`src/rtl/soc_bus_pkg.sv`:
```
package soc_bus_pkg;

    //////////////////////////////
    // data and address
    //////////////////////////////

    typedef logic [31:0] data_t;    // one bus word

    // bus view of an address
    typedef struct packed {
        logic [3:0]  region;        // decoded by main_bus only
        logic [27:0] offset;        // byte offset inside the region
    } addr_fields_t;

    // raw word for masters, split fields for bus and slaves
    typedef union packed {
        logic [31:0]  word;
        addr_fields_t f;
    } bus_addr_u;

    //////////////////////////////
    // transfer types
    //////////////////////////////

    // master port: valid is a level held until gnt
    // slave port: valid is a one-cycle select strobe
    typedef struct packed {
        logic      valid;
        logic      we;          // 1 write, 0 read
        bus_addr_u addr;
        data_t     wdata;
    } bus_req_t;

    // one-cycle pulse back to the granted master
    typedef struct packed {
        logic  valid;
        logic  err;             // unmapped region
        data_t rdata;           // undefined on writes
    } bus_rsp_t;

endpackage

```
`src/rtl/soc_map_pkg.sv`:
```
package soc_map_pkg;

    //////////////////////////////
    // address map regions
    //////////////////////////////

    localparam logic [3:0] REGION_MEM    = 4'd0;
    localparam logic [3:0] REGION_PLIC   = 4'd1;
    localparam logic [3:0] REGION_TIMER0 = 4'd2;
    localparam logic [3:0] REGION_TIMER1 = 4'd3;
    // codes 4..15 unmapped, answered with err

    //////////////////////////////
    // register offsets
    //////////////////////////////

    // timer
    localparam logic [27:0] TMR_CTRL   = 28'h0;    // bit 0 enable
    localparam logic [27:0] TMR_CMP    = 28'h4;
    localparam logic [27:0] TMR_COUNT  = 28'h8;
    localparam logic [27:0] TMR_STATUS = 28'hC;    // bit 0 pending, w1c

    // plic
    localparam logic [27:0] PLIC_PENDING = 28'h0;  // read only
    localparam logic [27:0] PLIC_ENABLE  = 28'h4;
    localparam logic [27:0] PLIC_CLAIM   = 28'h8;  // read claims lowest id

    //////////////////////////////
    // interrupt sources
    //////////////////////////////

    // source 0 reserved, 1 and 4 not present here
    localparam int IRQ_TIMER0 = 2;
    localparam int IRQ_TIMER1 = 3;

    // configuration defaults
    localparam int NUM_IRQ_SRC       = 4;
    localparam int DEFAULT_MEM_WORDS = 256;

endpackage

```
`src/rtl/soc_plic.sv`:
```
`timescale 1ns/1ps

module soc_plic #(
    parameter int NUM_SRC = 4           // up to 32, source 0 reserved
) (
    input  logic                  clk_i,
    input  logic                  rst_n_i,
    input  soc_bus_pkg::bus_req_t req_i,
    input  logic [NUM_SRC-1:0]    src_i,
    output soc_bus_pkg::data_t    rdata_o,
    output logic                  irq_o       // platform interrupt
);

    // clears bit 0 wherever a source vector is formed
    localparam logic [NUM_SRC-1:0] SRC_MASK = {{(NUM_SRC-1){1'b1}}, 1'b0};

    logic [NUM_SRC-1:0] src_q;          // previous source levels
    logic [NUM_SRC-1:0] rise;
    logic [NUM_SRC-1:0] pend_q;
    logic [NUM_SRC-1:0] en_q;
    logic [NUM_SRC-1:0] active;
    logic [NUM_SRC-1:0] clr;
    logic               irq_q;
    soc_bus_pkg::data_t claim_id;
    soc_bus_pkg::data_t rdata_q;
    logic               claim_rd;
    logic [27:0]        offset;

    assign offset   = req_i.addr.f.offset;
    assign claim_rd = req_i.valid && !req_i.we && offset == soc_map_pkg::PLIC_CLAIM;

    //////////////////////////////
    // gateway and claim
    //////////////////////////////

    assign rise   = src_i & ~src_q & SRC_MASK;  // edge triggered
    assign active = pend_q & en_q & SRC_MASK;

    // lowest numbered active source wins, 0 when idle
    always_comb begin
        claim_id = '0;
        for (int i = NUM_SRC - 1; i >= 1; i--) begin
            if (active[i]) claim_id = soc_bus_pkg::data_t'(i);
        end
    end

    assign clr = claim_rd ? (NUM_SRC'(1) << claim_id) : '0;

    always_ff @(posedge clk_i or negedge rst_n_i) begin
        if (!rst_n_i) begin
            src_q  <= '0;
            pend_q <= '0;
            en_q   <= '0;
            irq_q  <= 1'b0;
        end else begin
            src_q  <= src_i;
            pend_q <= (pend_q & ~clr) | rise;   // a new edge beats the claim
            irq_q  <= |active;                  // follows register update
            if (req_i.valid && req_i.we && offset == soc_map_pkg::PLIC_ENABLE) begin
                en_q <= req_i.wdata[NUM_SRC-1:0] & SRC_MASK;
            end
        end
    end

    //////////////////////////////
    // read back
    //////////////////////////////

    always_ff @(posedge clk_i or negedge rst_n_i) begin
        if (!rst_n_i) begin
            rdata_q <= '0;
        end else if (req_i.valid && !req_i.we) begin
            case (offset)
                soc_map_pkg::PLIC_PENDING: rdata_q <= soc_bus_pkg::data_t'(pend_q);
                soc_map_pkg::PLIC_ENABLE:  rdata_q <= soc_bus_pkg::data_t'(en_q);
                soc_map_pkg::PLIC_CLAIM:   rdata_q <= claim_id;
                default:                   rdata_q <= '0;
            endcase
        end
    end

    assign rdata_o = rdata_q;
    assign irq_o   = irq_q;

endmodule

```
`config.mk`:
```
export PLATFORM = sky130hd
export DESIGN_NAME = soc_plic
export DESIGN_NICKNAME = d
export VERILOG_FILES = /design/src/rtl/soc_bus_pkg.sv /design/src/rtl/soc_map_pkg.sv /design/src/rtl/soc_plic.sv
export SDC_FILE = /design/constraint.sdc
export NUM_CORES = 1
export LEC_CHECK = 0
export ABC_AREA = 1
export ABC_CLOCK_PERIOD_IN_PS = 2550
export BUFFER_PORTS_ARGS = -buffer_cell sky130_fd_sc_hd__buf_2
export CAP_MARGIN = 20
export CELL_PAD_IN_SITES_DETAIL_PLACEMENT = 0
export CELL_PAD_IN_SITES_GLOBAL_PLACEMENT = 1
export CORE_MARGIN = 2
export CORE_UTILIZATION = 25
export DETAILED_ROUTE_END_ITERATION = 8
export GPL_TIMING_DRIVEN = 1
export PLACE_DENSITY = 0.83
export SYNTH_ARGS = -nofsm -noshare
export SYNTH_HDL_FRONTEND = slang
export SYNTH_SLANG_ARGS = --single-unit
```
`constraint.sdc`:
```
create_clock -name clk_i -period 2.55 [get_ports clk_i]
set_clock_uncertainty 0.1 [all_clocks]
set_input_delay 0.6375 -clock clk_i [delete_from_list [all_inputs] [get_ports clk_i]]
set_output_delay 0.6375 -clock clk_i [all_outputs]
set_load 0.03 [all_outputs]
```
==> impl_results.md <==
- IO buf count: 42
- Core area: 0.00441 mm²
- HP Class: input port to asynchronous set/reset pin
- Antenna fix cells: 0
- PostCTS Resize Cnt: 0
- Via count: about 960
- Status: finished, final reports clean
- Leading cell type in the layout, fill and taps excluded: nand2_1
- CP Launch Type: register
- Setup_tns: 0 ns
- Final Cycle Share: 60.5%
- Final hold vios: 0
- Setup crit end kind: output pin
- Fin crit period: 1.54 ns
- Initial Utilization: 26.3%
- Dominant synthesized flop cell: dfrtp_1
- Final Instance Count excl. Fillers: 264
- Worst Path Max Fanout: 2
- Vias in the first global route: 877
- Clock tree buffer depth: 2
- Routed Antenna Nets: 0
- H-tree levels: 1
- Die Span X: roughly 72 µm
- Buffer type at the clock tree root: clkbuf_8
- Warning count from the yosys run: 0
- DP Cell Count: 260
- Crit path max-delay family: flip-flops
- Setup bufs post-CTS: 0
- Leakage power: 0.871 nW
- # clock sinks: 15
- Pre-antenna DRT Iters: 4
- Most frequent cells in the layout: nand2_1, buf_2, inv_1, conb_1, dfrtp_1
- Syn Area/Cell: 6.96 µm²
- Max-slew violations: 0
- Crit path required time: 1.81 ns
- Row count: 24
- Insertion delay to the later sink of the worst-skew pair: 0.25 ns
- I/O pin cnt: between 100 and 150
- Register area: ~380 µm²
- Placed inst area: 0.00133 mm²
- Syn Inst Count: 167
- Grt ovf: 0
- Antenna violations before repair: 0
- Area Growth Syn to Fin: 18.2%
- Unrepaired setup endpoints after global routing: false
- Max incr delay on CP: between 0.3 and 0.4 ns
- Routed len/inst: 7.88 µm
- Post-Route WL: 2080 µm
- Final Cell Area: 0.00137 mm²
- FMAX: roughly 650 MHz
- Post-synth EDFFs: 0
- Filler cells: roughly 500
- Synthesized flop and latch total: 15
- Largest net degree at the start of global routing: 16
- Gr usage total: 8.49%
- Pwr dens: 398 mW/mm²
- 1st-iter DRT viols: 22
- Die H: slightly above 70 µm
- Die area: 0.00521 mm²
- Share of cells above drive strength 1: 28.8%
- CP Cell Sequence: buf_2
- Yosys cell types: 17
- Final HPWL DP: 1760 µm
- CTS hold repair buffers: 0
- Critical path's slowest cell: dfrtp_1
- Setup violators final: 0
- Dpl ws: 0.724 ns
- Num CTS Buffers: 3
- Sequential share of the synthesized area: 32.3%
- GPL Wtd Cong: 0.836
- Hold WS: 0.184 ns
- Worst EP arrival: 0.80 ns
- Buf/Inv on CP: 1
- Crit path kind: register to output pin
- Max-cap violation count: 0
- Vias per cell: approximately 3.6
- Async S/R FF share, synth: 100%
- Post-Synthesis Cell Area: 0.00116 mm²
- DRC: 0
- CTS tree: built
- Reg clk slew, reported paths: around 0.060 ns
- Fin worst setup slack: 1.01 ns
- Multi-input gate area: about 570 µm²
- Max IR drop VDD: 123 µV
- Fin nets: between 200 and 300
- First-pass GRT wire length: 3570 µm
## kinds of logic after synthesis
group	synth area share, %
AOI/OAI and AO/OA	2.58
and+or+nand+nor	37.0
other	0.323
DFF	32.3
buffers and inverters	27.8
## cell type report
| cell class | count | share of cell area (%) |
|---|---|---|
| Clock buffer | 4 | 3.28 |
| Inverter | 30 | 8.20 |
| Tap cell | 52 | 4.74 |
| Sequential cell | 15 | 27.3 |
| Timing Repair Buffer | 42 | 15.3 |
| Multi-Input combinational cell | 121 | 41.2 |
## worst reg2reg max path, delay by kind of cell, from the launching register on
family	cells	cell delay, ns
buf+inv	1	0.08
flops	1	0.41
compound gates	1	0.12
simple gates	5	0.38
## power breakdown
| group | switching [W] | internal, W |
|---|---|---|
| combinational | 0.0000851 | 0.0000289 |
| clock | 0.0000802 | 0.000111 |
| sequential | 0.000000747 | 0.000241 |
## worst paths after layout
path	start	end	slack, ns	depth (start not counted)
setup / recovery	rdata_o[1]	rdata_o[1]	1.01	1
hold / removal	rst_n_i	src_q[3]	0.18	1
setup reg to reg	en_q[1]	rdata_o[1]	1.40	7
hold reg to reg	pend_q[0]	pend_q[0]	0.37	2
max in group asynchronous	rst_n_i	en_q[3]	1.92	1
min in group clk_i	pend_q[0]	pend_q[0]	0.37	2
## metal layers
layer	vias up	wire, µm	GRT usage (%)	share of wire, %
li1	523	-	-	-
met1	392	965	11.3	46
met2	42	898	13.0	43
met3	5	163	1.11	7.8
met4	0	53	5.03	2.5
met5	-	0	0	0
## through the flow
step | utilization, % | power (W)
after detailed placement | 30.1 | 0.000360
after global routing | 31.1 | 0.000574
after global placement | 30.1 | 0.000359
final | 31.1 | 0.000546
after floorplan | - | 0.000356
after CTS | 31.1 | 0.000556
## Yosys cell counts (2+ instances only)
cell type / n / share of area (%)
nand2_1: 48 / 16
dfrtp_1: 15 / 32
inv_1: 28 / 9.0
nand2_2: 3 / 1.6
nor2_1: 11 / 3.6
buf_4: 28 / 18
o21ai_1: 5 / 2.2
nor2_8: 2 / 3.4
nand3_1: 13 / 5.6
nor2_2: 4 / 2.2
nor2_4: 3 / 2.9
inv_2: 2 / 0.65
## state kept, by name, indices dropped and copies added, names as in the netlist
name	cells
rdata_o	4
pend_q	4
en_q	3
src_q	3
irq_o	1
(Power assumes the default switching activity.)
