--- config.mk ---
export PLATFORM = sky130hd
export DESIGN_NAME = main_bus
export DESIGN_NICKNAME = d
export VERILOG_FILES = /design/src/rtl/soc_bus_pkg.sv /design/src/rtl/soc_map_pkg.sv /design/src/rtl/main_bus.sv
export SDC_FILE = /design/constraint.sdc
export NUM_CORES = 1
export LEC_CHECK = 0
export BUFFER_PORTS_ARGS = -buffer_cell sky130_fd_sc_hd__clkbuf_2
export CAP_MARGIN = 20
export CORE_AREA = 4 4 228 230
export CTS_CLUSTER_SIZE = 40
export DETAILED_ROUTE_END_ITERATION = 8
export DIE_AREA = 0 0 232 234
export PLACE_DENSITY = 0.3
export SLEW_MARGIN = 20
export SYNTH_ARGS = -nofsm -noshare
export SYNTH_HDL_FRONTEND = slang
export SYNTH_SLANG_ARGS = --single-unit
--- constraint.sdc ---
create_clock -name clk_i -period 4.4 [get_ports clk_i]
set_input_delay 0.44 -clock clk_i [delete_from_list [all_inputs] [get_ports clk_i]]
set_output_delay 0.44 -clock clk_i [all_outputs]
set_load 0.1 [all_outputs]
--- src/rtl/soc_bus_pkg.sv ---
package soc_bus_pkg;

    //////////////////////////////
    // data and address
    //////////////////////////////

    typedef logic [31:0] data_t;    // one bus word

    // bus view of an address
    typedef struct packed {
        logic [3:0]  region;        // decoded by main_bus only
        logic [27:0] offset;        // byte offset inside the region
    } addr_fields_t;

    // raw word for masters, split fields for bus and slaves
    typedef union packed {
        logic [31:0]  word;
        addr_fields_t f;
    } bus_addr_u;

    //////////////////////////////
    // transfer types
    //////////////////////////////

    // master port: valid is a level held until gnt
    // slave port: valid is a one-cycle select strobe
    typedef struct packed {
        logic      valid;
        logic      we;          // 1 write, 0 read
        bus_addr_u addr;
        data_t     wdata;
    } bus_req_t;

    // one-cycle pulse back to the granted master
    typedef struct packed {
        logic  valid;
        logic  err;             // unmapped region
        data_t rdata;           // undefined on writes
    } bus_rsp_t;

endpackage

--- src/rtl/soc_map_pkg.sv ---
package soc_map_pkg;

    //////////////////////////////
    // address map regions
    //////////////////////////////

    localparam logic [3:0] REGION_MEM    = 4'd0;
    localparam logic [3:0] REGION_PLIC   = 4'd1;
    localparam logic [3:0] REGION_TIMER0 = 4'd2;
    localparam logic [3:0] REGION_TIMER1 = 4'd3;
    // codes 4..15 unmapped, answered with err

    //////////////////////////////
    // register offsets
    //////////////////////////////

    // timer
    localparam logic [27:0] TMR_CTRL   = 28'h0;    // bit 0 enable
    localparam logic [27:0] TMR_CMP    = 28'h4;
    localparam logic [27:0] TMR_COUNT  = 28'h8;
    localparam logic [27:0] TMR_STATUS = 28'hC;    // bit 0 pending, w1c

    // plic
    localparam logic [27:0] PLIC_PENDING = 28'h0;  // read only
    localparam logic [27:0] PLIC_ENABLE  = 28'h4;
    localparam logic [27:0] PLIC_CLAIM   = 28'h8;  // read claims lowest id

    //////////////////////////////
    // interrupt sources
    //////////////////////////////

    // source 0 reserved, 1 and 4 not present here
    localparam int IRQ_TIMER0 = 2;
    localparam int IRQ_TIMER1 = 3;

    // configuration defaults
    localparam int NUM_IRQ_SRC       = 4;
    localparam int DEFAULT_MEM_WORDS = 256;

endpackage

--- src/rtl/main_bus.sv ---
`timescale 1ns/1ps

module main_bus (
    input  logic                   clk_i,
    input  logic                   rst_n_i,
    // masters
    input  soc_bus_pkg::bus_req_t  sys_req_i,
    input  soc_bus_pkg::bus_req_t  dbg_req_i,
    output logic                   sys_gnt_o,
    output logic                   dbg_gnt_o,
    output soc_bus_pkg::bus_rsp_t  sys_rsp_o,
    output soc_bus_pkg::bus_rsp_t  dbg_rsp_o,
    // slaves
    output soc_bus_pkg::bus_req_t  mem_req_o,
    output soc_bus_pkg::bus_req_t  plic_req_o,
    output soc_bus_pkg::bus_req_t  tmr0_req_o,
    output soc_bus_pkg::bus_req_t  tmr1_req_o,
    input  soc_bus_pkg::data_t     mem_rdata_i,
    input  soc_bus_pkg::data_t     plic_rdata_i,
    input  soc_bus_pkg::data_t     tmr0_rdata_i,
    input  soc_bus_pkg::data_t     tmr1_rdata_i
);

    logic                  last_dbg_q;  // dbg got the previous grant
    logic                  sys_win;
    logic                  dbg_win;
    logic                  any_win;
    soc_bus_pkg::bus_req_t sel_req;     // request of the granted master
    logic [3:0]            sel_region;
    logic                  sys_rsp_q;
    logic                  dbg_rsp_q;
    logic [3:0]            region_q;    // region hit by the previous grant
    soc_bus_pkg::data_t    rsp_rdata;
    logic                  rsp_err;

    // copy of the request with valid turned into the slave strobe
    function automatic soc_bus_pkg::bus_req_t strobe(
        input soc_bus_pkg::bus_req_t req,
        input logic                  hit
    );
        soc_bus_pkg::bus_req_t r;
        r       = req;
        r.valid = hit;
        return r;
    endfunction

    //////////////////////////////
    // round-robin arbiter
    //////////////////////////////

    // a lone requester always wins, on a tie the one not served last
    assign sys_win = sys_req_i.valid & (~dbg_req_i.valid | last_dbg_q);
    assign dbg_win = dbg_req_i.valid & ~sys_win;
    assign any_win = sys_win | dbg_win;

    assign sys_gnt_o = sys_win;
    assign dbg_gnt_o = dbg_win;

    always_ff @(posedge clk_i or negedge rst_n_i) begin
        if (!rst_n_i) begin
            last_dbg_q <= 1'b1;             // sys takes the first tie
        end else if (any_win) begin
            last_dbg_q <= dbg_win;
        end
    end

    //////////////////////////////
    // region decoder
    //////////////////////////////

    assign sel_req    = dbg_win ? dbg_req_i : sys_req_i;
    assign sel_region = sel_req.addr.f.region;

    // strobe only in the grant cycle, unmapped codes hit nothing
    assign mem_req_o  = strobe(sel_req, any_win && sel_region == soc_map_pkg::REGION_MEM);
    assign plic_req_o = strobe(sel_req, any_win && sel_region == soc_map_pkg::REGION_PLIC);
    assign tmr0_req_o = strobe(sel_req, any_win && sel_region == soc_map_pkg::REGION_TIMER0);
    assign tmr1_req_o = strobe(sel_req, any_win && sel_region == soc_map_pkg::REGION_TIMER1);

    //////////////////////////////
    // response return
    //////////////////////////////

    always_ff @(posedge clk_i or negedge rst_n_i) begin
        if (!rst_n_i) begin
            sys_rsp_q <= 1'b0;
            dbg_rsp_q <= 1'b0;
            region_q  <= soc_map_pkg::REGION_MEM;
        end else begin
            sys_rsp_q <= sys_win;           // respond one cycle after gnt
            dbg_rsp_q <= dbg_win;
            if (any_win) region_q <= sel_region;
        end
    end

    // slaves present their registered data this cycle
    always_comb begin
        rsp_rdata = '0;
        rsp_err   = 1'b0;
        case (region_q)
            soc_map_pkg::REGION_MEM:    rsp_rdata = mem_rdata_i;
            soc_map_pkg::REGION_PLIC:   rsp_rdata = plic_rdata_i;
            soc_map_pkg::REGION_TIMER0: rsp_rdata = tmr0_rdata_i;
            soc_map_pkg::REGION_TIMER1: rsp_rdata = tmr1_rdata_i;
            default:                    rsp_err   = 1'b1;  // rdata stays zero
        endcase
    end

    assign sys_rsp_o = '{valid: sys_rsp_q, err: rsp_err, rdata: rsp_rdata};
    assign dbg_rsp_o = '{valid: dbg_rsp_q, err: rsp_err, rdata: rsp_rdata};

endmodule

==> results of run 1 <==
[power groups by stage]
stage               sequential, mW  combinational [mW]  clock (mW)
floorplan                   0.0785                3.12           0
global placement            0.0946                3.34           0
detailed placement          0.0938                3.33           0
CTS                         0.0931                3.33       0.156
global route                0.0946                3.40       0.161
finish                      0.0934                3.31       0.153
[flip-flops by register name (all words and copies together), names as in the netlist]
| register | cells |
|---|---|
| region_q | 4 |
| dbg_rsp_q | 1 |
| last_dbg_q | 1 |
| sys_rsp_q | 1 |
[stage by stage]
| stage | std cells | power [mW] | area (um^2) | hold WS, ns | utilization [%] |
|---|---|---|---|---|---|
| 3_3_place_gp | 1610 | 3.43 | 5840 | 0.289 | 11.7 |
| 6_report | 1614 | 3.56 | 5910 | 0.0401 | 11.9 |
| 5_1_grt | 1614 | 3.65 | 5910 | 0.0531 | 11.9 |
| 4_1_cts | 1614 | 3.58 | 5910 | 0.0475 | 11.9 |
| 2_1_floorplan | 593 | 3.20 | 3830 | 0.144 | - |
| 3_5_place_dp | 1610 | 3.42 | 5840 | 0.287 | 11.7 |
[cell type report]
class / instances / area [um^2] / area share (%)
clock buffers: 4 / 78.8 / 1.33
inverters: 3 / 11.3 / 0.190
multi-input cells: 322 / 1730 / 29.3
flip-flops and latches: 7 / 178 / 3.00
well taps: 672 / 841 / 14.2
repair buffers: 606 / 3070 / 52.0
[layer usage]
metal	wire (um)	track usage, %
met2	11800	14.0
met5	0	0
met1	7500	6.91
met4	228	0.915
met3	1910	1.37
[kinds of logic after synthesis]
kind of cell | share of synthesized area [%]
AND/OR/NAND/NOR | 24.8
AO/OA/AOI/OAI | 10.3
flip-flops | 4.61
multiplexers | 9.88
buffers and inverters | 50.4
[worst max-delay path by stage]
stage / from / endpoint / slack, ns / cells after the start
floorplan: sys_req_i[65] / plic_req_o[62] / 0.06 / 7
global placement: sys_req_i[65] / mem_req_o[18] / 1.41 / 7
detailed placement: sys_req_i[65] / mem_req_o[18] / 1.38 / 7
CTS: region_q[0] / sys_rsp_o[14] / 1.36 / 6
global route: region_q[0] / dbg_rsp_o[14] / 1.30 / 6
finish: region_q[0] / sys_rsp_o[14] / 1.36 / 6
[layout by cell type (no fill, tap or decap)]
master / count
a21bo_2: 1
a21oi_1: 4
a221o_1: 32
a2bb2oi_1: 1
and2_1: 1
buf_12: 1
buf_4: 10
clkbuf_1: 1
clkbuf_16: 3
clkbuf_2: 595
dfrtp_1: 5
dfrtp_2: 1
dfstp_2: 1
inv_1: 1
inv_2: 2
mux2_2: 3
mux2i_1: 33
mux2i_2: 1
nand2_1: 191
nand2b_1: 1
nand3_1: 1
nand3b_1: 1
nand4_1: 1
nand4b_1: 1
nor2_1: 40
nor3_4: 1
nor3b_4: 1
o21a_1: 1
o21ai_0: 2
o22ai_1: 3
or2_4: 1
or3b_1: 1
[worst max-delay path, delay by kind of cell (launching register included)]
family / cells / cell delay [ns]
flip-flops: 1 / 0.74
buffers and inverters: 3 / 1.02
AO/OA/AOI/OAI: 1 / 0.35
multiplexers: 1 / 0.19
AND/OR/NAND/NOR: 1 / 0.05
==> run summary, run 1 <==
CLOCK TREE
----------------------------------------------------------------------------------------
Number of buffers on the longest clock path                                            2
Count of hold buffers inserted by post-cts repair                                      0
Sinks on Clock Net                                                                     7
Post-CTS Setup Bufs                                                                    0
Clock tree root driver cell                                                    clkbuf_16
Clock Pin Slew Worst Setup and Hold Paths                                        0.04 ns
Number of CTS-inserted buffers                                                         3
Clock tree from TritonCTS                                                            yes
H-Tree Depth                                                                           1
Post_cts resized                                                                       0
Clock latency of the later-clocked register in the worst-skew pair               0.23 ns

TIMING
----------------------------------------------------------------------------------------
Max Clk Rate                                                                   0.329 GHz
Setup-failing EPs final                                                                0
Final sum of negative setup slack                                                   0 ns
Transition at the pin with the smallest max-transition slack                    0.855 ns
Final worst slack                                                                1.36 ns
Crit path time final                                                             3.04 ns
Headroom to the max-slew limit                                                     42.4%
Number of slew-limit violations in the final report                                    0
Setup repair after global routing missed its margin                                   no
Worst Clk Skew                                                                0.00253 ns
Portion of the clock cycle consumed by the worst path in the final layout          69.1%
Number of hold violations in the final report                                          0

SYNTH
----------------------------------------------------------------------------------------
Synth async-reset ratio                                                             100%
Most frequently used cell type in the post-synthesis netlist                       buf_4
Distinct cells, synth                                                                 31
Number of synthesis warnings                                                           0
Gate Count Post-Synth                                                                593
Netlist area before placement                                               0.00383 mm^2
Commonest cells in the synthesized netlist                                  buf_4, nand2_1, nor2_1, mux2i_1, a221o_1
Synth top area share                                                               45.5%
Top_reg_cell synth                                                               dfrtp_1
Yosys reg bits                                                                         7
Synthesized Nets                                                                     855
Dominant cell type by area after synthesis                                         buf_4
Mean area per synthesized cell                                                 6.45 um^2
Largest cells by area after synthesis                                       buf_4, nand2_1, mux2i_1, a221o_1, dfrtp_1
EDFF count, synth                                                                      0
Sequential-to-total area share from yosys stat                                     4.61%

GLOBAL ROUTE
----------------------------------------------------------------------------------------
Initial antenna violation count                                                        0
Vias in the first global route                                                      4788
Remaining Overflow, GRT                                                                0
Wire length of the first global-routing pass                                     28.0 mm
Maximum number of pins on one net before global-route repair                          68
Total routing usage reported by global routing                                     6.69%

SETUP PATH
----------------------------------------------------------------------------------------
Delay of the slowest critical-path stage                                         0.74 ns
Critical path endpoint category                                               output pin
Worst flop-to-flop path endpoint                                             region_q[2]
CP Data Required Time                                                            3.96 ns
Ordered list of cells on the worst path                                     buf_4 > buf_4 > mux2i_1 > nor2_1 > a221o_1 > clkbuf_2
Minimum setup slack among reg-to-reg paths                                       2.98 ns
R2R cell count                                                                         4
Peak fanout along the critical path                                                   18
Cell repeated most along the worst path                                            buf_4
Type of the worst setup path                                                register to output pin
Type of origin of the critical path                                             register
Arrival time of data at the critical path endpoint                               2.60 ns
Standard cell with the maximum stage delay on the critical path                  dfrtp_2
Worst flop-to-flop path startpoint                                            last_dbg_q

DIE
----------------------------------------------------------------------------------------
Floorplan die width                                                               232 um
Std-Cell Rows                                                                         82
Die outline height                                                                234 um
Core region area                                                             0.0499 mm^2
Initial standard-cell utilization of the core                                      7.67%
Die footprint                                                                0.0543 mm^2
Io pins                                                                              596

JOB
----------------------------------------------------------------------------------------
Count of maximum capacitance violations                                                0

POWER AND IR DROP
----------------------------------------------------------------------------------------
Power per Cell Area                                                          601 mW/mm^2
Share of total power in sequential cells                                            2.6%
Clock power share                                                                   4.3%
Net switching fraction of the power                                                83.2%
Standby leakage power                                                            3.71 nW
Combinational share of power                                                       93.1%
Total net switching power                                                        2.96 mW
Internal power consumption                                                      0.599 mW
Maximum resistive drop on vdd                                                     256 uV

ROUTE
----------------------------------------------------------------------------------------
Remaining antenna violation count                                                      0
Post-detailed-route via-to-cell ratio                                               3.03
Wire length per cell                                                             13.3 um
Via count                                                                           4892
DRC violation count after routing                                                      0
Wire length after detailed routing                                               21.4 mm
Initial DRT Pass Iterations                                                            4
First DRT Iteration DRCs                                                              95

PLACE
----------------------------------------------------------------------------------------
Buffers on Ports                                                                     595
DP HPWL                                                                          19.5 mm
Final GP Congestion                                                                0.821
Placement-stage worst setup slack                                                1.38 ns

HOLD PATH
----------------------------------------------------------------------------------------
Class of the tightest hold or removal check                                 primary input to asynchronous set/reset pin

FINAL LAYOUT
----------------------------------------------------------------------------------------
ANT cells                                                                              0
Nets@finish                                                                         1205
Fillcell total                                                                      5926
Layout area overhead                                                               54.6%
Layout cell share with drive strength beyond 1                                     65.9%

STATUS
----------------------------------------------------------------------------------------
Outcome                                                                     finished clean

Note: power is estimated with default switching activity, not from simulation.
==> inputs of run 2 (changes only) <==
==> constraint.sdc (replaced) <==
create_clock -name clk_i -period 2.8 [get_ports clk_i]
set_input_delay 0.28 -clock clk_i [delete_from_list [all_inputs] [get_ports clk_i]]
set_output_delay 0.28 -clock clk_i [all_outputs]
set_load 0.1 [all_outputs]
==> run summary, run 2 (synthesis gave the netlist of run 1 again) <==
ROUTE
----------------------------------------------------------------------------------------
Initial DRT Pass Iterations                                                            4   unchanged
DRC violation count after routing                                                      0   unchanged
Wire length after detailed routing                                               27.0 mm   +26%
Wire length per cell                                                             16.7 um   +26%
Remaining antenna violation count                                                      0   unchanged
Post-detailed-route via-to-cell ratio                                               3.07   +1.2%
Via count                                                                           4946   +1.1%
First DRT Iteration DRCs                                                              87   -8.4%

TIMING
----------------------------------------------------------------------------------------
Number of hold violations in the final report                                          0   unchanged
Headroom to the max-slew limit                                                     62.2%   +20 points
Transition at the pin with the smallest max-transition slack                    0.570 ns   -0.285 ns
Number of slew-limit violations in the final report                                    0   unchanged
Crit path time final                                                             2.65 ns
Final hold slack                                                                0.330 ns   +0.290 ns
Max Clk Rate                                                                   0.377 GHz
Setup repair after global routing missed its margin                                   no
Setup-failing EPs final                                                                0   unchanged
Portion of the clock cycle consumed by the worst path in the final layout          94.6%
Worst Clk Skew                                                                0.00244 ns   -0.0000880 ns
Final worst slack                                                               0.151 ns   -1.21 ns

POWER AND IR DROP
----------------------------------------------------------------------------------------
Total net switching power                                                        4.97 mW   +68%
Clock power share                                                                   3.4%   -0.9 points
Overall power consumption                                                        7.22 mW   +100%
Share of total power in sequential cells                                            1.9%   -0.7 points
Standby leakage power                                                            5.09 nW   +37%
Internal power consumption                                                       2.26 mW   +280%
Maximum resistive drop on vdd                                                     283 uV   +10%
Net switching fraction of the power                                                68.7%   -14 points
Combinational share of power                                                       94.7%   +1.6 points
Power per Cell Area                                                          711 mW/mm^2   +18%

FINAL LAYOUT
----------------------------------------------------------------------------------------
Number of flip-flops under the largest register name                                   4   unchanged
Most frequent standard cell in the layout excluding fill and tap cells          clkbuf_2
Reg with most FFs                                                               region_q
Layout area overhead                                                                165%
Final core occ                                                                     20.4%   +8.5 points
Nets@finish                                                                         1203   -0.17%
Layout cell share with drive strength beyond 1                                     66.8%   +0.88 points
ANT cells                                                                              0   unchanged
Leading cell types in the layout, fill and taps excluded                    clkbuf_2, buf_12, nand2_1, nor2_1, mux2i_1

GLOBAL ROUTE
----------------------------------------------------------------------------------------
GR met1 Demand/Resource                                                            8.53%   +1.6 points
Vias in the first global route                                                      5299   +11%
GR met3 Demand/Resource                                                            2.60%   +1.2 points
Wire length of the first global-routing pass                                     36.1 mm   +29%
Remaining Overflow, GRT                                                                0   unchanged
Total routing usage reported by global routing                                     8.93%   +2.2 points
Global-route track usage on met2                                                   19.0%   +5.1 points
Layer with the highest usage                                                        met2
Initial antenna violation count                                                        1   +1
Maximum number of pins on one net before global-route repair                          55   -19%

SETUP PATH
----------------------------------------------------------------------------------------
Critical path endpoint category                                               output pin
Peak fanout along the critical path                                                   30   +12
Source of the critical timing path                                           region_q[3]
Worst flop-to-flop path startpoint                                           region_q[0]
Type of origin of the critical path                                             register
Arrival time of data at the critical path endpoint                               2.37 ns   -0.23 ns
CP Data Required Time                                                            2.52 ns   -1.44 ns
R2R cell count                                                                         4   unchanged
Type of the worst setup path                                                register to output pin

CLOCK TREE
----------------------------------------------------------------------------------------
H-Tree Depth                                                                           1   unchanged
Clock tree from TritonCTS                                                            yes
Number of buffers on the longest clock path                                            2   unchanged
Clock Pin Slew Worst Setup and Hold Paths                                        0.04 ns   about the same
Post-CTS Setup Bufs                                                                    0   unchanged
Sinks on Clock Net                                                                     7   unchanged
Number of CTS-inserted buffers                                                         3   unchanged
Clock tree root driver cell                                                    clkbuf_16
Clock latency of the later-clocked register in the worst-skew pair               0.23 ns   about the same

DIE
----------------------------------------------------------------------------------------
Io pins                                                                              596   unchanged
Std-Cell Rows                                                                         82   unchanged
Die footprint                                                                0.0543 mm^2   unchanged
Die outline height                                                                234 um   unchanged
Core region area                                                             0.0499 mm^2   unchanged
Initial standard-cell utilization of the core                                      7.67%   unchanged
Floorplan die width                                                               232 um   unchanged

PLACE
----------------------------------------------------------------------------------------
DP HPWL                                                                          24.6 mm   +26%
Buffers on Ports                                                                     595   unchanged
Final GP Congestion                                                                0.727   -11%
Placement-stage worst setup slack                                               0.387 ns   -0.993 ns

STATUS
----------------------------------------------------------------------------------------
Outcome                                                                     finished clean

HOLD PATH
----------------------------------------------------------------------------------------
Worst Min Path Start                                                        dbg_req_i[62]
Class of the tightest hold or removal check                                 primary input to register
Worst hold stages                                                                      3

JOB
----------------------------------------------------------------------------------------
Count of maximum capacitance violations                                                0   unchanged

run 2: changes by cell type in the layout (fill, tap and decap cells not counted):
cell           delta
a21bo_2           -1
a21bo_4           +1
buf_12          +281
buf_4             -2
clkbuf_2        -282
dlygate4sd3_1     +1
nand2_1           -9
nand2_2           +9
o21ai_0           -1
o21ai_2           +1
run 2: through the flow:
| stage | cells | cell area, um^2 | TNS (ns) |
|---|---|---|---|
| floorplan | 593 | 3850 | -0.642 |
| global placement | 1607 | 10100 | 0 |
| detailed placement | 1607 | 10100 | 0 |
| CTS | 1612 | 10200 | 0 |
| global route | 1612 | 10200 | 0 |
| finish | 1612 | 10200 | 0 |
run 2: final timing paths:
| path | endpoint | slack [ns] |
|---|---|---|
| max in group asynchronous | last_dbg_q | 2.09 |
| min in group asynchronous | dbg_rsp_q | 0.46 |
| max reg2reg | region_q[0] | 1.50 |
| min reg2reg | last_dbg_q | 0.55 |
| max | dbg_rsp_o[30] | 0.15 |
| min | region_q[2] | 0.33 |
run 2: what timing repair did:
item	CTS	global route
endpoints found under the hold margin	6	0
resized for setup	0	0
hold buffers	1	0
run 2: cell type report:
class                           instances  area (um^2)
Sequential cell                         7          178
Clock buffer                            4         78.8
Multi-Input combinational cell        322         1770
Timing Repair Buffer                  604         7280
Inverter                                3         11.3
Tap cell                              672          841
Fill cell                            5487        39700
run 2: power groups by stage:
stage          registers (mW)  logic, mW  clock network (mW)
6_report                0.138       6.84               0.246
4_1_cts                 0.139       6.91               0.250
2_1_floorplan           0.123       4.90                   0
3_3_place_gp            0.141       6.92                   0
5_1_grt                 0.140       7.00               0.259
3_5_place_dp            0.140       6.90                   0
run 2: layer usage:
metal | share of wire [%] | vias up | wire [um]
li1 | - | 2378 | -
met1 | 32 | 2223 | 8580
met2 | 58 | 339 | 15600
met3 | 9.4 | 6 | 2540
met4 | 0.72 | 0 | 193
met5 | 0 | - | 0
run 2: critical path: stages, from the launching register on:
cell and delay, ns:
dfrtp_1 0.40, or2_4 0.33, nor3_4 0.20, buf_4 0.39
a221o_1 0.30, clkbuf_2 0.48
