`config.mk`:
```
export PLATFORM = sky130hd
export DESIGN_NAME = soc_timer
export DESIGN_NICKNAME = d
export VERILOG_FILES = /design/src/rtl/soc_bus_pkg.sv /design/src/rtl/soc_map_pkg.sv /design/src/rtl/soc_timer.sv
export SDC_FILE = /design/constraint.sdc
export NUM_CORES = 1
export LEC_CHECK = 0
export BUFFER_PORTS_ARGS = -buffer_cell sky130_fd_sc_hd__buf_2
export CORE_MARGIN = 2
export CORE_UTILIZATION = 50
export DETAILED_ROUTE_END_ITERATION = 8
export PLACE_DENSITY = 0.76
export SETUP_SLACK_MARGIN = 0.05
export SLEW_MARGIN = 20
export SYNTH_ARGS = -nofsm -noshare
export SYNTH_HDL_FRONTEND = slang
export SYNTH_SLANG_ARGS = --single-unit
export TNS_END_PERCENT = 10
```
`constraint.sdc`:
```
create_clock -name clk_i -period 2.42 [get_ports clk_i]
set_clock_uncertainty 0.2 [all_clocks]
set_input_delay 0.242 -clock clk_i [delete_from_list [all_inputs] [get_ports clk_i]]
set_output_delay 0.242 -clock clk_i [all_outputs]
set_load 0.01 [all_outputs]
```
`src/rtl/soc_bus_pkg.sv`:
```
package soc_bus_pkg;

    //////////////////////////////
    // data and address
    //////////////////////////////

    typedef logic [31:0] data_t;    // one bus word

    // bus view of an address
    typedef struct packed {
        logic [3:0]  region;        // decoded by main_bus only
        logic [27:0] offset;        // byte offset inside the region
    } addr_fields_t;

    // raw word for masters, split fields for bus and slaves
    typedef union packed {
        logic [31:0]  word;
        addr_fields_t f;
    } bus_addr_u;

    //////////////////////////////
    // transfer types
    //////////////////////////////

    // master port: valid is a level held until gnt
    // slave port: valid is a one-cycle select strobe
    typedef struct packed {
        logic      valid;
        logic      we;          // 1 write, 0 read
        bus_addr_u addr;
        data_t     wdata;
    } bus_req_t;

    // one-cycle pulse back to the granted master
    typedef struct packed {
        logic  valid;
        logic  err;             // unmapped region
        data_t rdata;           // undefined on writes
    } bus_rsp_t;

endpackage

```
`src/rtl/soc_map_pkg.sv`:
```
package soc_map_pkg;

    //////////////////////////////
    // address map regions
    //////////////////////////////

    localparam logic [3:0] REGION_MEM    = 4'd0;
    localparam logic [3:0] REGION_PLIC   = 4'd1;
    localparam logic [3:0] REGION_TIMER0 = 4'd2;
    localparam logic [3:0] REGION_TIMER1 = 4'd3;
    // codes 4..15 unmapped, answered with err

    //////////////////////////////
    // register offsets
    //////////////////////////////

    // timer
    localparam logic [27:0] TMR_CTRL   = 28'h0;    // bit 0 enable
    localparam logic [27:0] TMR_CMP    = 28'h4;
    localparam logic [27:0] TMR_COUNT  = 28'h8;
    localparam logic [27:0] TMR_STATUS = 28'hC;    // bit 0 pending, w1c

    // plic
    localparam logic [27:0] PLIC_PENDING = 28'h0;  // read only
    localparam logic [27:0] PLIC_ENABLE  = 28'h4;
    localparam logic [27:0] PLIC_CLAIM   = 28'h8;  // read claims lowest id

    //////////////////////////////
    // interrupt sources
    //////////////////////////////

    // source 0 reserved, 1 and 4 not present here
    localparam int IRQ_TIMER0 = 2;
    localparam int IRQ_TIMER1 = 3;

    // configuration defaults
    localparam int NUM_IRQ_SRC       = 4;
    localparam int DEFAULT_MEM_WORDS = 256;

endpackage

```
`src/rtl/soc_timer.sv`:
```
`timescale 1ns/1ps

module soc_timer (
    input  logic                  clk_i,
    input  logic                  rst_n_i,
    input  soc_bus_pkg::bus_req_t req_i,
    output soc_bus_pkg::data_t    rdata_o,
    output logic                  irq_o        // pending level to the plic
);

    logic               en_q;
    soc_bus_pkg::data_t cmp_q;
    soc_bus_pkg::data_t cnt_q;
    logic               pend_q;
    soc_bus_pkg::data_t rdata_q;
    logic               match;
    logic               wr;
    logic               rd;
    logic [27:0]        offset;

    assign offset = req_i.addr.f.offset;
    assign wr     = req_i.valid & req_i.we;
    assign rd     = req_i.valid & ~req_i.we;
    assign match  = en_q && (cnt_q == cmp_q);

    //////////////////////////////
    // counter and registers
    //////////////////////////////

    always_ff @(posedge clk_i or negedge rst_n_i) begin
        if (!rst_n_i) begin
            en_q   <= 1'b0;
            cmp_q  <= '0;
            cnt_q  <= '0;
            pend_q <= 1'b0;
        end else begin
            // free running, wraps to zero on compare
            if (en_q) cnt_q <= match ? '0 : cnt_q + 32'd1;
            if (match) pend_q <= 1'b1;
            // bus writes come last and take priority
            if (wr) begin
                case (offset)
                    soc_map_pkg::TMR_CTRL:   en_q  <= req_i.wdata[0];
                    soc_map_pkg::TMR_CMP:    cmp_q <= req_i.wdata;
                    soc_map_pkg::TMR_COUNT:  cnt_q <= req_i.wdata;
                    soc_map_pkg::TMR_STATUS: begin
                        if (req_i.wdata[0]) pend_q <= 1'b0;   // write 1 to clear
                    end
                    default: ;
                endcase
            end
        end
    end

    //////////////////////////////
    // read back
    //////////////////////////////

    always_ff @(posedge clk_i or negedge rst_n_i) begin
        if (!rst_n_i) begin
            rdata_q <= '0;
        end else if (rd) begin
            case (offset)
                soc_map_pkg::TMR_CTRL:   rdata_q <= {31'd0, en_q};
                soc_map_pkg::TMR_CMP:    rdata_q <= cmp_q;
                soc_map_pkg::TMR_COUNT:  rdata_q <= cnt_q;
                soc_map_pkg::TMR_STATUS: rdata_q <= {31'd0, pend_q};
                default:                 rdata_q <= '0;   // hole in the map
            endcase
        end
    end

    assign rdata_o = rdata_q;
    assign irq_o   = pend_q;

endmodule

```
==> impl_metrics.py, run 1 <==
metrics = {
    "power_and_ir_drop": {
        "pwr-share-comb_pct": 7.4,
        "power.share.clock_pct": 38.1,
        "internal-power_mw": 2.320,
        "swShare_pct": 22.69,
        "p_leak_nw": 2.967,
        "powerDensity_nw_per_um2": 456.6,
        "p_seq_share_pct": 54.5,
        "power.switching_mw": 0.6811,
        "max-vdd-ir-drop_mv": 0.3134,
    },
    "drt": {
        "ant_nets": 0,
        "drt-total-wl_mm": 13.24,
        "drt_iter0_drc": 304,
        "vias": 4382,
        "via_per_inst": 5.640,
        "drc": 0,
        "wl_per_cell_um": 17.04,
        "first_pass_iters": 5,
    },
    "grt": {
        "grt_pass1_wl_mm": 21.59,
        "grt_use_total_pct": 24.77,
        "grt_overflow_total": 0,
        "grt_pass1_vias": 4464,
        "grt_max_degree": 46,
        "antenna_found_initial": 0,
    },
    "floorplanning": {
        "io_pins": 101,
        "die_width_um": 105.7,
        "fp.dieArea_um2": 11170,
        "core_um2": 10180,
        "initial_core_util_pct": 50.77,
        "rows": 37,
        "die_height_um": 105.7,
    },
    "place": {
        "placed_area_um2": 6016,
        "port_buffers": 96,
        "routabilityCongestion": 0.8942,
        "hpwl_mm": 9.536,
    },
    "synth": {
        "async_flop_share_pct": 100.0,
        "synthAdderAreaFrac_pct": 0.2420,
        "ys_top_cells_by_count": "dfrtp_1 (98), xor2_1 (51), nand2_1 (46), nor3_1 (33), o31ai_1 (32)",
        "yosysSeqAreaShare_pct": 47.42,
        "synth_mux_area_share_pct": 8.057,
        "synth-simple-area-share_pct": 15.94,
        "post-synth-top-area-cell": "dfrtp_1",
        "yosysMostFrequentCell": "dfrtp_1",
        "synthFlopType": "dfrtp_1",
        "yosysTopAreaCellShare_pct": 47.42,
        "synth_compound_area_share_pct": 14.11,
        "syn_area_per_cell_um2": 10.38,
        "synth_warnings": 0,
        "netlist_area_um2": 5171,
        "synth_top_family_by_area": "simple AND/OR/NAND/NOR gates",
        "synth_cell_types": 36,
        "synth_area_leaders": "dfrtp_1 (47%), xor2_1 (8.6%), mux2_2 (5.7%)",
        "ys_ff_latch": 98,
        "syn_inst": 498,
        "synth-xor-area-share_pct": 10.33,
        "syn-num-nets": 567,
        "synth_edf_count": 0,
    },
    "timing": {
        "max_clock_freq_mhz": 433.2,
        "finalMaxSlewViolations": 0,
        "rsz0062_at_grt": "true",
        "max_slew_margin_pct": 59.32,
        "fin_crit_ps": 2308,
        "tns_ps": 0,
        "setup_viol": 0,
        "hold_viol_final": 0,
        "min_period_over_period_pct": 95.38,
        "tightest_slew_ps": 610.1,
    },
    "cells_and_area": {
        "diodes": 0,
        "layout-drive-gt1-share_pct": 30.42,
        "finalInstanceArea_um2": 6574,
        "fill_cells": 820,
        "num-nets-final": 705,
        "area_delta_synth_final_pct": 27.12,
    },
    "cts": {
        "htree_levels": 3,
        "clkSlewWorstSetupHoldPaths_ps": 90,
        "cts_root_buf": "clkbuf_8",
        "clk_latency_ps": 380,
        "cts_made_buffers": 9,
        "tritoncts": "done",
        "postCtsSetupBuffers": 0,
        "clk_path_buf_depth": 2,
        "clock_sinks": 98,
    },
    "critical_path": {
        "rrSetupSlack_ps": 110,
        "critical-path-slowest-cell": "dfrtp_1",
        "critPathCaptureType": "register",
        "crit_type": "reg2reg",
        "slowest_delay_ps": 450,
        "start_kind": "register",
        "cp_cell_sequence": "xor2_1, nor4_1, nand3_1, nor3_2, buf_4, buf_4, nor3_1, a21o_1",
        "cp_common_cell": "buf_4",
        "crit_fanout": 7,
        "cp.required_ps": 2490,
        "crit_arrival_ps": 2380,
    },
    "worst_hold_path": {
        "min_path_type": "in2reg",
    },
    "job": {
        "maxCapViolCount": 0,
    },
    "status": {
        "status": "complete, no violations",
    },
}
## layout make-up
cell class / instances / area [µm²] / area share [%]
Timing Repair Buffer: 171 / 1179 / 17.93
Clock buffer: 11 / 131.4 / 1.998
Inverter: 4 / 15.01 / 0.2284
Multi-Input combinational cell: 352 / 2542 / 38.68
Clock inverter: 5 / 78.83 / 1.199
Sequential cell: 98 / 2457 / 37.38
Tap cell: 136 / 170.2 / 2.589
## power groups by stage
| stage | Sequential, mW | Clock, mW | Combinational [mW] |
|---|---|---|---|
| 2_1_floorplan | 1.67 | 0 | 0.0570 |
| 3_3_place_gp | 1.67 | 0 | 0.177 |
| 3_5_place_dp | 1.67 | 0 | 0.181 |
| 4_1_cts | 1.64 | 1.16 | 0.222 |
| 5_1_grt | 1.64 | 1.24 | 0.243 |
| 6_report | 1.64 | 1.14 | 0.222 |
## per-stage QoR
| step | util [%] | std cells | total power, mW | worst slack [ps] | hold WS (ps) |
|---|---|---|---|---|---|
| detailed placement | 59.07 | 728 | 1.849 | 5.492 | 92.63 |
| finish | 64.55 | 777 | 3.001 | 111.8 | 40.18 |
| global placement | 59.07 | 728 | 1.845 | 27.02 | 69.87 |
| global route | 64.55 | 777 | 3.120 | 25.95 | 41.29 |
| CTS | 64.37 | 777 | 3.018 | 64.86 | 29.61 |
| floorplan | - | 498 | 1.726 | 109.4 | -253.6 |
## registers in the layout (all words and copies together) (netlist names)
name     flops
en_q         1
cmp_q       32
cnt_q       32
irq_o        1
rdata_o     32
## kinds of logic (layout without fill, tap and decap cells)
| group | Yosys count | in the layout |
|---|---|---|
| flops | 98 | 98 |
| buf+inv | 48 | 191 |
| xor+xnor | 61 | 61 |
| mux | 36 | 36 |
| fa+ha+maj | 1 | 1 |
| simple gates | 156 | 156 |
| compound gates | 98 | 98 |
## worst paths after layout
path	from	end	depth (start not counted)
max in group asynchronous	rst_n_i	cnt_q[3]$_DFF_PN0_	3
hold reg to reg	rdata_o[31]$_DFFE_PN0P_	rdata_o[31]$_DFFE_PN0P_	2
min in group asynchronous	rst_n_i	cmp_q[29]$_DFFE_PN0P_	2
hold / removal	req_i[32]	rdata_o[0]$_DFFE_PN0P_	6
setup / recovery	cnt_q[27]$_DFF_PN0_	cnt_q[7]$_DFF_PN0_	8
setup reg to reg	cnt_q[27]$_DFF_PN0_	cnt_q[7]$_DFF_PN0_	8
## metal layers
layer / vias up / wire (µm) / track usage, %
li1: 2084 / - / -
met5: - / 0 / 0
met1: 2127 / 5590 / 30.72
met3: 32 / 747 / 6.432
met2: 139 / 6486 / 40.18
met4: 0 / 418 / 12.22
## critical path: cells and delay by family (launching register included)
family,cells,cell delay [ps]
AOI/OAI and AO/OA,1,160
DFF,1,450
xor gates and xnor gates,1,230
buffers and inverters,2,350
and+or+nand+nor,4,820
## placed cells by master (no fill, tap or decap), types with 16 or more instances in the layout
master	n
mux2_2	26
buf_4	39
nand2_1	46
dfrtp_1	94
a22oi_1	31
dlygate4sd3_1	33
a21o_1	30
o31ai_1	32
nor3_1	32
nor4_1	16
nand3_1	17
xor2_1	51
buf_2	95
## what timing repair did
item / 4_1_cts / 5_1_grt
hold buffers: 33 / 0
endpoints found under the setup margin: 0 / 24
endpoints found under the hold margin: 108 / 0
resized for setup: 0 / 6
No activity file was read; power rests on OpenSTA's default activity.
==> inputs of run 2 (changes only) <==
--- a/config.mk
+++ b/config.mk
@@ -7,9 +7,9 @@
 export LEC_CHECK = 0
 export BUFFER_PORTS_ARGS = -buffer_cell sky130_fd_sc_hd__buf_2
 export CORE_MARGIN = 2
-export CORE_UTILIZATION = 50
+export CORE_UTILIZATION = 56
 export DETAILED_ROUTE_END_ITERATION = 8
-export PLACE_DENSITY = 0.76
+export PLACE_DENSITY = 0.81
 export SETUP_SLACK_MARGIN = 0.05
 export SLEW_MARGIN = 20
 export SYNTH_ARGS = -nofsm -noshare
==> constraint.sdc (replaced) <==
create_clock -name clk_i -period 2.4 [get_ports clk_i]
set_clock_uncertainty 0.2 [all_clocks]
set_input_delay 0.24 -clock clk_i [delete_from_list [all_inputs] [get_ports clk_i]]
set_output_delay 0.24 -clock clk_i [all_outputs]
set_load 0.01 [all_outputs]
==> run 2 against run 1 <==
  * Die area decreased by 10%
  * Combinational power about the same
  * First-iteration DRC count down 13%
  * Critical path type unchanged
  * Sequential power barely moved
  * Routed wire length increased by 1.3%
  * Clock power barely moved
  * Total power up 1.5%
  * Hold slack gained 14 ps
  * Sequential cell count stayed put
  * Global-route usage is 2.7 points higher
==> impl_metrics.py, run 2 (synthesis gave the netlist of run 1 again) <==
metrics = {
    "status": {
        "status": "complete, no violations",
    },
    "power_and_ir_drop": {
        "max-vdd-ir-drop_mv": 0.3015,
        "finalPower_mw": 3.045,
        "powerDensity_nw_per_um2": 460.7,
        "p_leak_nw": 2.994,
    },
    "floorplanning": {
        "core_um2": 9109,
        "rows": 35,
        "die_height_um": 100.1,
        "die_width_um": 100.1,
        "initial_core_util_pct": 56.77,
        "io_pins": 101,
        "fp.dieArea_um2": 10020,
    },
    "cells_and_area": {
        "utilization_pct": 72.57,
        "seq_area_um2": 2455,
        "area_delta_synth_final_pct": 27.82,
        "final_common_cell": "dfrtp_1",
        "layout.cells.non_filler": 754,
        "layout-drive-gt1-share_pct": 30.95,
        "layout_common_cells": "dfrtp_1 (96), buf_2 (95), xor2_1 (51), nand2_1 (46), buf_4 (39)",
        "multi_input_comb_area_um2": 2555,
        "num-nets-final": 708,
        "diodes": 0,
        "fill_cells": 638,
    },
    "critical_path": {
        "cp_cell_sequence": "xor2_1, nor4_2, nand4_1, nor3_2, buf_6, buf_4, nor3_1, a21o_1",
        "critPathCaptureType": "register",
        "start_kind": "register",
        "crit_type": "reg2reg",
        "cp.required_ps": 2450,
        "crit_buf_inv": 2,
        "r2r-start": "cmp_q[24]$_DFFE_PN0P_",
        "r2r-end": "cnt_q[6]$_DFF_PN0_",
        "crit_fanout": 13,
        "worstRegToRegCells": 8,
        "slowest_delay_ps": 420,
        "critical-path-slowest-cell": "dfrtp_1",
        "rrSetupSlack_ps": 140,
        "crit_arrival_ps": 2310,
        "crit_family": "simple AND/OR/NAND/NOR gates",
    },
    "grt": {
        "grt_use_total_pct": 27.47,
        "antenna_found_initial": 0,
        "grt_pass1_wl_mm": 21.45,
        "grt_max_degree": 40,
        "grt_pass1_vias": 4441,
        "grt_overflow_total": 0,
    },
    "place": {
        "place_inst": 706,
        "routabilityCongestion": 0.9330,
        "hpwl_mm": 9.562,
        "port_buffers": 96,
        "dp_slack_ps": -9.811,
    },
    "timing": {
        "rsz0062_at_grt": "true",
        "finalMaxSlewViolations": 0,
        "max_slew_margin_pct": 64.73,
        "setup_viol": 0,
        "fin_crit_ps": 2261,
        "min_period_over_period_pct": 94.19,
        "max_clock_freq_mhz": 442.4,
        "fin_ws_ps": 139.4,
        "hold_viol_final": 0,
        "tightest_slew_ps": 529.0,
    },
    "cts": {
        "tritoncts": "done",
        "cts_root_buf": "clkbuf_8",
        "clk_latency_ps": 360,
        "clk_path_buf_depth": 2,
        "htree_levels": 3,
        "postCtsSetupBuffers": 0,
        "cts_made_buffers": 9,
        "clkSlewWorstSetupHoldPaths_ps": 90,
        "clock_sinks": 98,
    },
    "worst_hold_path": {
        "min-delay-start": "req_i[32]",
        "min_path_type": "in2reg",
        "holdPathStages": 6,
        "worstHoldEndpoint": "rdata_o[0]$_DFFE_PN0P_",
    },
    "drt": {
        "ant_nets": 0,
        "vias": 4517,
        "drc": 0,
        "drt-total-wl_mm": 13.41,
        "via_per_inst": 5.991,
        "first_pass_iters": 5,
        "drt_iter0_drc": 263,
        "wl_per_cell_um": 17.79,
    },
    "job": {
        "maxCapViolCount": 0,
    },
}
run 2: changes by cell type in the layout (fill, tap and decap cells not counted), moves of 2 or more:
cell	delta
buf_12	+2
clkbuf_1	-2
dfrtp_1	+2
dfrtp_2	-2
nor4_1	-2
nor4_2	+2
run 2: worst min-delay path, delay by kind of cell:
kind,cells,cell delay (ps)
buffers and inverters,1,70
AOI/OAI and AO/OA,1,70
and+or+nand+nor,4,200
run 2: what timing repair did:
action,in CTS,in global routing
resized for setup,1,6
setup endpoints to repair,3,19
hold buffers,33,0
hold endpoints to repair,97,0
run 2: cell type report:
cell class	count	area share, %
Multi-Input combinational cell	352	38.65
Clock buffer	10	2.082
Tap cell	111	2.101
Sequential cell	98	37.14
Timing Repair Buffer	174	18.61
Inverter	4	0.2271
Clock inverter	5	1.193
run 2: power breakdown:
part / internal, mW / switching, mW
registers: 1.65 / 0.000000174
clock network: 0.609 / 0.565
logic: 0.102 / 0.119
total: 2.36 / 0.685
run 2: stage by stage:
stage	hold slack, ps	setup TNS (ps)	cell area [µm²]
floorplan	-255.6	0	5171
global placement	14.22	0	6032
detailed placement	22.93	-19.14	6032
CTS	57.31	0	6585
global route	60.48	0	6610
finish	54.01	0	6610
run 2: worst max path at each step:
stage                               start                    end  slack, ps  cells past startpoint
floorplan             cnt_q[24]$_DFF_PN0_    cnt_q[22]$_DFF_PN0_         90                      8
global placement                req_i[37]  cmp_q[11]$_DFFE_PN0P_         60                      8
detailed placement              req_i[37]   cmp_q[6]$_DFFE_PN0P_        -10                      8
CTS                    cnt_q[2]$_DFF_PN0_     cnt_q[1]$_DFF_PN0_         90                      7
global route           cnt_q[7]$_DFF_PN0_    cnt_q[22]$_DFF_PN0_         20                      8
finish              cmp_q[24]$_DFFE_PN0P_     cnt_q[6]$_DFF_PN0_        140                      8
run 2: routing by layer:
metal  share of wire, %  vias up  wire length (µm)  GRT usage, %
li1                   -     2081                 -             -
met1                 41     2238              5531         34.66
met2                 51      176              6846         49.06
met3                6.1       22               823         4.387
met4                1.6        0               212         7.903
met5                  0        -                 0             0
==> inputs of run 3 (changes only) <==
--- a/config.mk
+++ b/config.mk
@@ -7,9 +7,8 @@
 export LEC_CHECK = 0
 export BUFFER_PORTS_ARGS = -buffer_cell sky130_fd_sc_hd__buf_2
 export CORE_MARGIN = 2
-export CORE_UTILIZATION = 56
+export CORE_UTILIZATION = 25
 export DETAILED_ROUTE_END_ITERATION = 8
-export PLACE_DENSITY = 0.81
 export SETUP_SLACK_MARGIN = 0.05
 export SLEW_MARGIN = 20
 export SYNTH_ARGS = -nofsm -noshare
==> run 3 against run 2 <==
  * Setup slack lost 97 ps
  * Register-to-register slack worse by 97 ps
  * Critical path depth decreased by 1
  * Clock power grew 21%
  * Global-route usage down 13 points
  * Critical endpoint is now cnt_q[1]$_DFF_PN0_
  * Largest cell class unchanged
==> impl_metrics.py, run 3 (synthesis gave the netlist of run 1 again) <==
metrics = {
    "cts": {
        "clock_sinks": 98,
        "clk_latency_ps": 360,
        "clk_path_buf_depth": 2,
        "cts_root_buf": "clkbuf_16",
        "tritoncts": "done",
        "cts_made_buffers": 9,
        "clkSlewWorstSetupHoldPaths_ps": 70,
        "htree_levels": 3,
    },
    "floorplanning": {
        "initial_core_util_pct": 25.47,
        "fp.dieArea_um2": 21850,
        "rows": 52,
        "io_pins": 101,
        "die_width_um": 147.8,
        "die_height_um": 147.8,
        "core_um2": 20300,
    },
    "cells_and_area": {
        "final_common_cell": "dfrtp_1",
        "finalInstanceArea_um2": 7013,
        "area_delta_synth_final_pct": 35.62,
        "layout.cells.non_filler": 925,
        "layout_common_cells": "dfrtp_1 (98), buf_2 (95), xor2_1 (51), buf_4 (48), nand2_1 (46)",
        "layout-drive-gt1-share_pct": 32.82,
        "num-nets-final": 719,
        "diodes": 0,
    },
    "power_and_ir_drop": {
        "powerDensity_nw_per_um2": 468.4,
        "internal-power_mw": 2.494,
        "max-vdd-ir-drop_mv": 0.2747,
        "power.share.clock_pct": 42.8,
        "swShare_pct": 24.10,
        "pwr-share-comb_pct": 7.0,
        "p_leak_nw": 3.104,
        "p_seq_share_pct": 50.2,
        "power.switching_mw": 0.7916,
    },
    "timing": {
        "min_period_over_period_pct": 98.24,
        "max_clock_freq_mhz": 424.1,
        "setup_viol": 0,
        "rsz0062_at_grt": "true",
        "tightest_slew_ps": 662.4,
        "tns_ps": 0,
        "hold_viol_final": 0,
        "finalMaxSlewViolations": 0,
        "max_slew_margin_pct": 55.84,
        "fin_crit_ps": 2358,
    },
    "place": {
        "place_inst": 873,
        "placed_area_um2": 6291,
        "routabilityCongestion": 0.8398,
        "port_buffers": 96,
        "hpwl_mm": 10.78,
    },
    "critical_path": {
        "crit_end": "cnt_q[1]$_DFF_PN0_",
        "start_kind": "register",
        "worstSetupStartpoint": "cnt_q[9]$_DFF_PN0_",
        "critPathCaptureType": "register",
        "rrSetupSlack_ps": 40,
        "worstRegToRegCells": 7,
        "crit_arrival_ps": 2400,
        "critical_path_depth": 7,
        "r2r-start": "cnt_q[9]$_DFF_PN0_",
        "cp_cell_sequence": "xor2_1, nor4_1, nand4_1, nor3_4, buf_6, o22ai_2, mux2_4",
        "crit_type": "reg2reg",
        "r2r-end": "cnt_q[1]$_DFF_PN0_",
        "critical-path-slowest-cell": "dfrtp_1",
        "crit_fanout": 4,
        "slowest_delay_ps": 430,
        "crit_buf_inv": 1,
        "cp.required_ps": 2440,
        "crit_family": "simple AND/OR/NAND/NOR gates",
    },
    "status": {
        "status": "complete, no violations",
    },
    "drt": {
        "via_per_inst": 4.709,
        "drc": 0,
        "drt-total-wl_mm": 14.94,
        "ant_nets": 0,
        "first_pass_iters": 5,
        "wl_per_cell_um": 16.15,
        "vias": 4356,
        "drt_iter0_drc": 296,
    },
    "grt": {
        "grt_pass1_vias": 4414,
        "grt_use_total_pct": 14.03,
        "antenna_found_initial": 0,
        "grt_max_degree": 49,
        "grt_overflow_total": 0,
        "grt_pass1_wl_mm": 23.70,
    },
    "worst_hold_path": {
        "min_path_type": "in2reg",
        "min-delay-start": "req_i[32]",
    },
    "job": {
        "maxCapViolCount": 0,
    },
}
==> run 3: cell count changes in the layout (fill, tap and decap cells not counted), sizes merged <==
cell	before	now
inv	4	5
bufinv	2	0
clkinv	3	4
clkbuf	10	11
buf	141	152
==> run 3: stage by stage <==
step	util, %	worst slack (ps)	power (mW)	hold slack (ps)
after floorplan	-	89.36	1.740	-255.6
after global placement	30.99	-9.014	1.872	120.4
after detailed placement	30.99	-59.81	1.873	114.2
after CTS	34.07	65.00	3.319	46.70
after global routing	34.55	-75.60	3.398	89.90
final	34.55	42.21	3.285	57.37
==> run 3: tightest hold or removal path: stages <==
cell     delay [ps]
buf_2            70
nor2_1           30
nand2_1          70
nor2_1           50
nand2_1          50
o21ai_0          60
==> run 3: how the worst min path moves through the flow <==
stage	end	slack (ps)	cells past startpoint
after floorplan	cmp_q[0]$_DFFE_PN0P_	-260	0
after global placement	cmp_q[31]$_DFFE_PN0P_	120	1
after detailed placement	cmp_q[22]$_DFFE_PN0P_	110	1
after CTS	irq_o$_DFF_PN0_	50	3
after global routing	irq_o$_DFF_PN0_	90	3
final	rdata_o[0]$_DFFE_PN0P_	60	6
==> run 3: repair_timing <==
action | 4_1_cts | 5_1_grt
endpoints found under the hold margin | 111 | 0
pin swaps | 1 | 6
endpoints found under the setup margin | 31 | 32
hold buffers | 33 | 0
resized for setup | 1 | 17
buffers inserted | 1 | 2
==> run 3: final cells by class <==
type                       count  area (µm²)
tap                          270       337.8
clock inverter                 5       38.79
fill                        2117       13290
clock buffer                  11       242.7
sequential                    98        2452
inverter                       4       15.01
multi-input combinational    352        2606
timing repair buffer         185        1320
==> run 3: power groups by stage <==
stage                     registers, mW  logic, mW  clock network [mW]
final                              1.65      0.229                1.41
after floorplan                    1.68     0.0574                   0
after detailed placement           1.68      0.190                   0
after global routing               1.65      0.253                1.49
after CTS                          1.65      0.234                1.43
after global placement             1.68      0.190                   0
==> run 3: per-layer routing <==
layer	up-vias	part of all wire (%)	GRT usage (%)
met4	0	1.3	5.048
met1	2113	46	18.86
met3	10	5.6	3.117
met5	-	0	0
met2	106	47	22.26
li1	2127	-	-
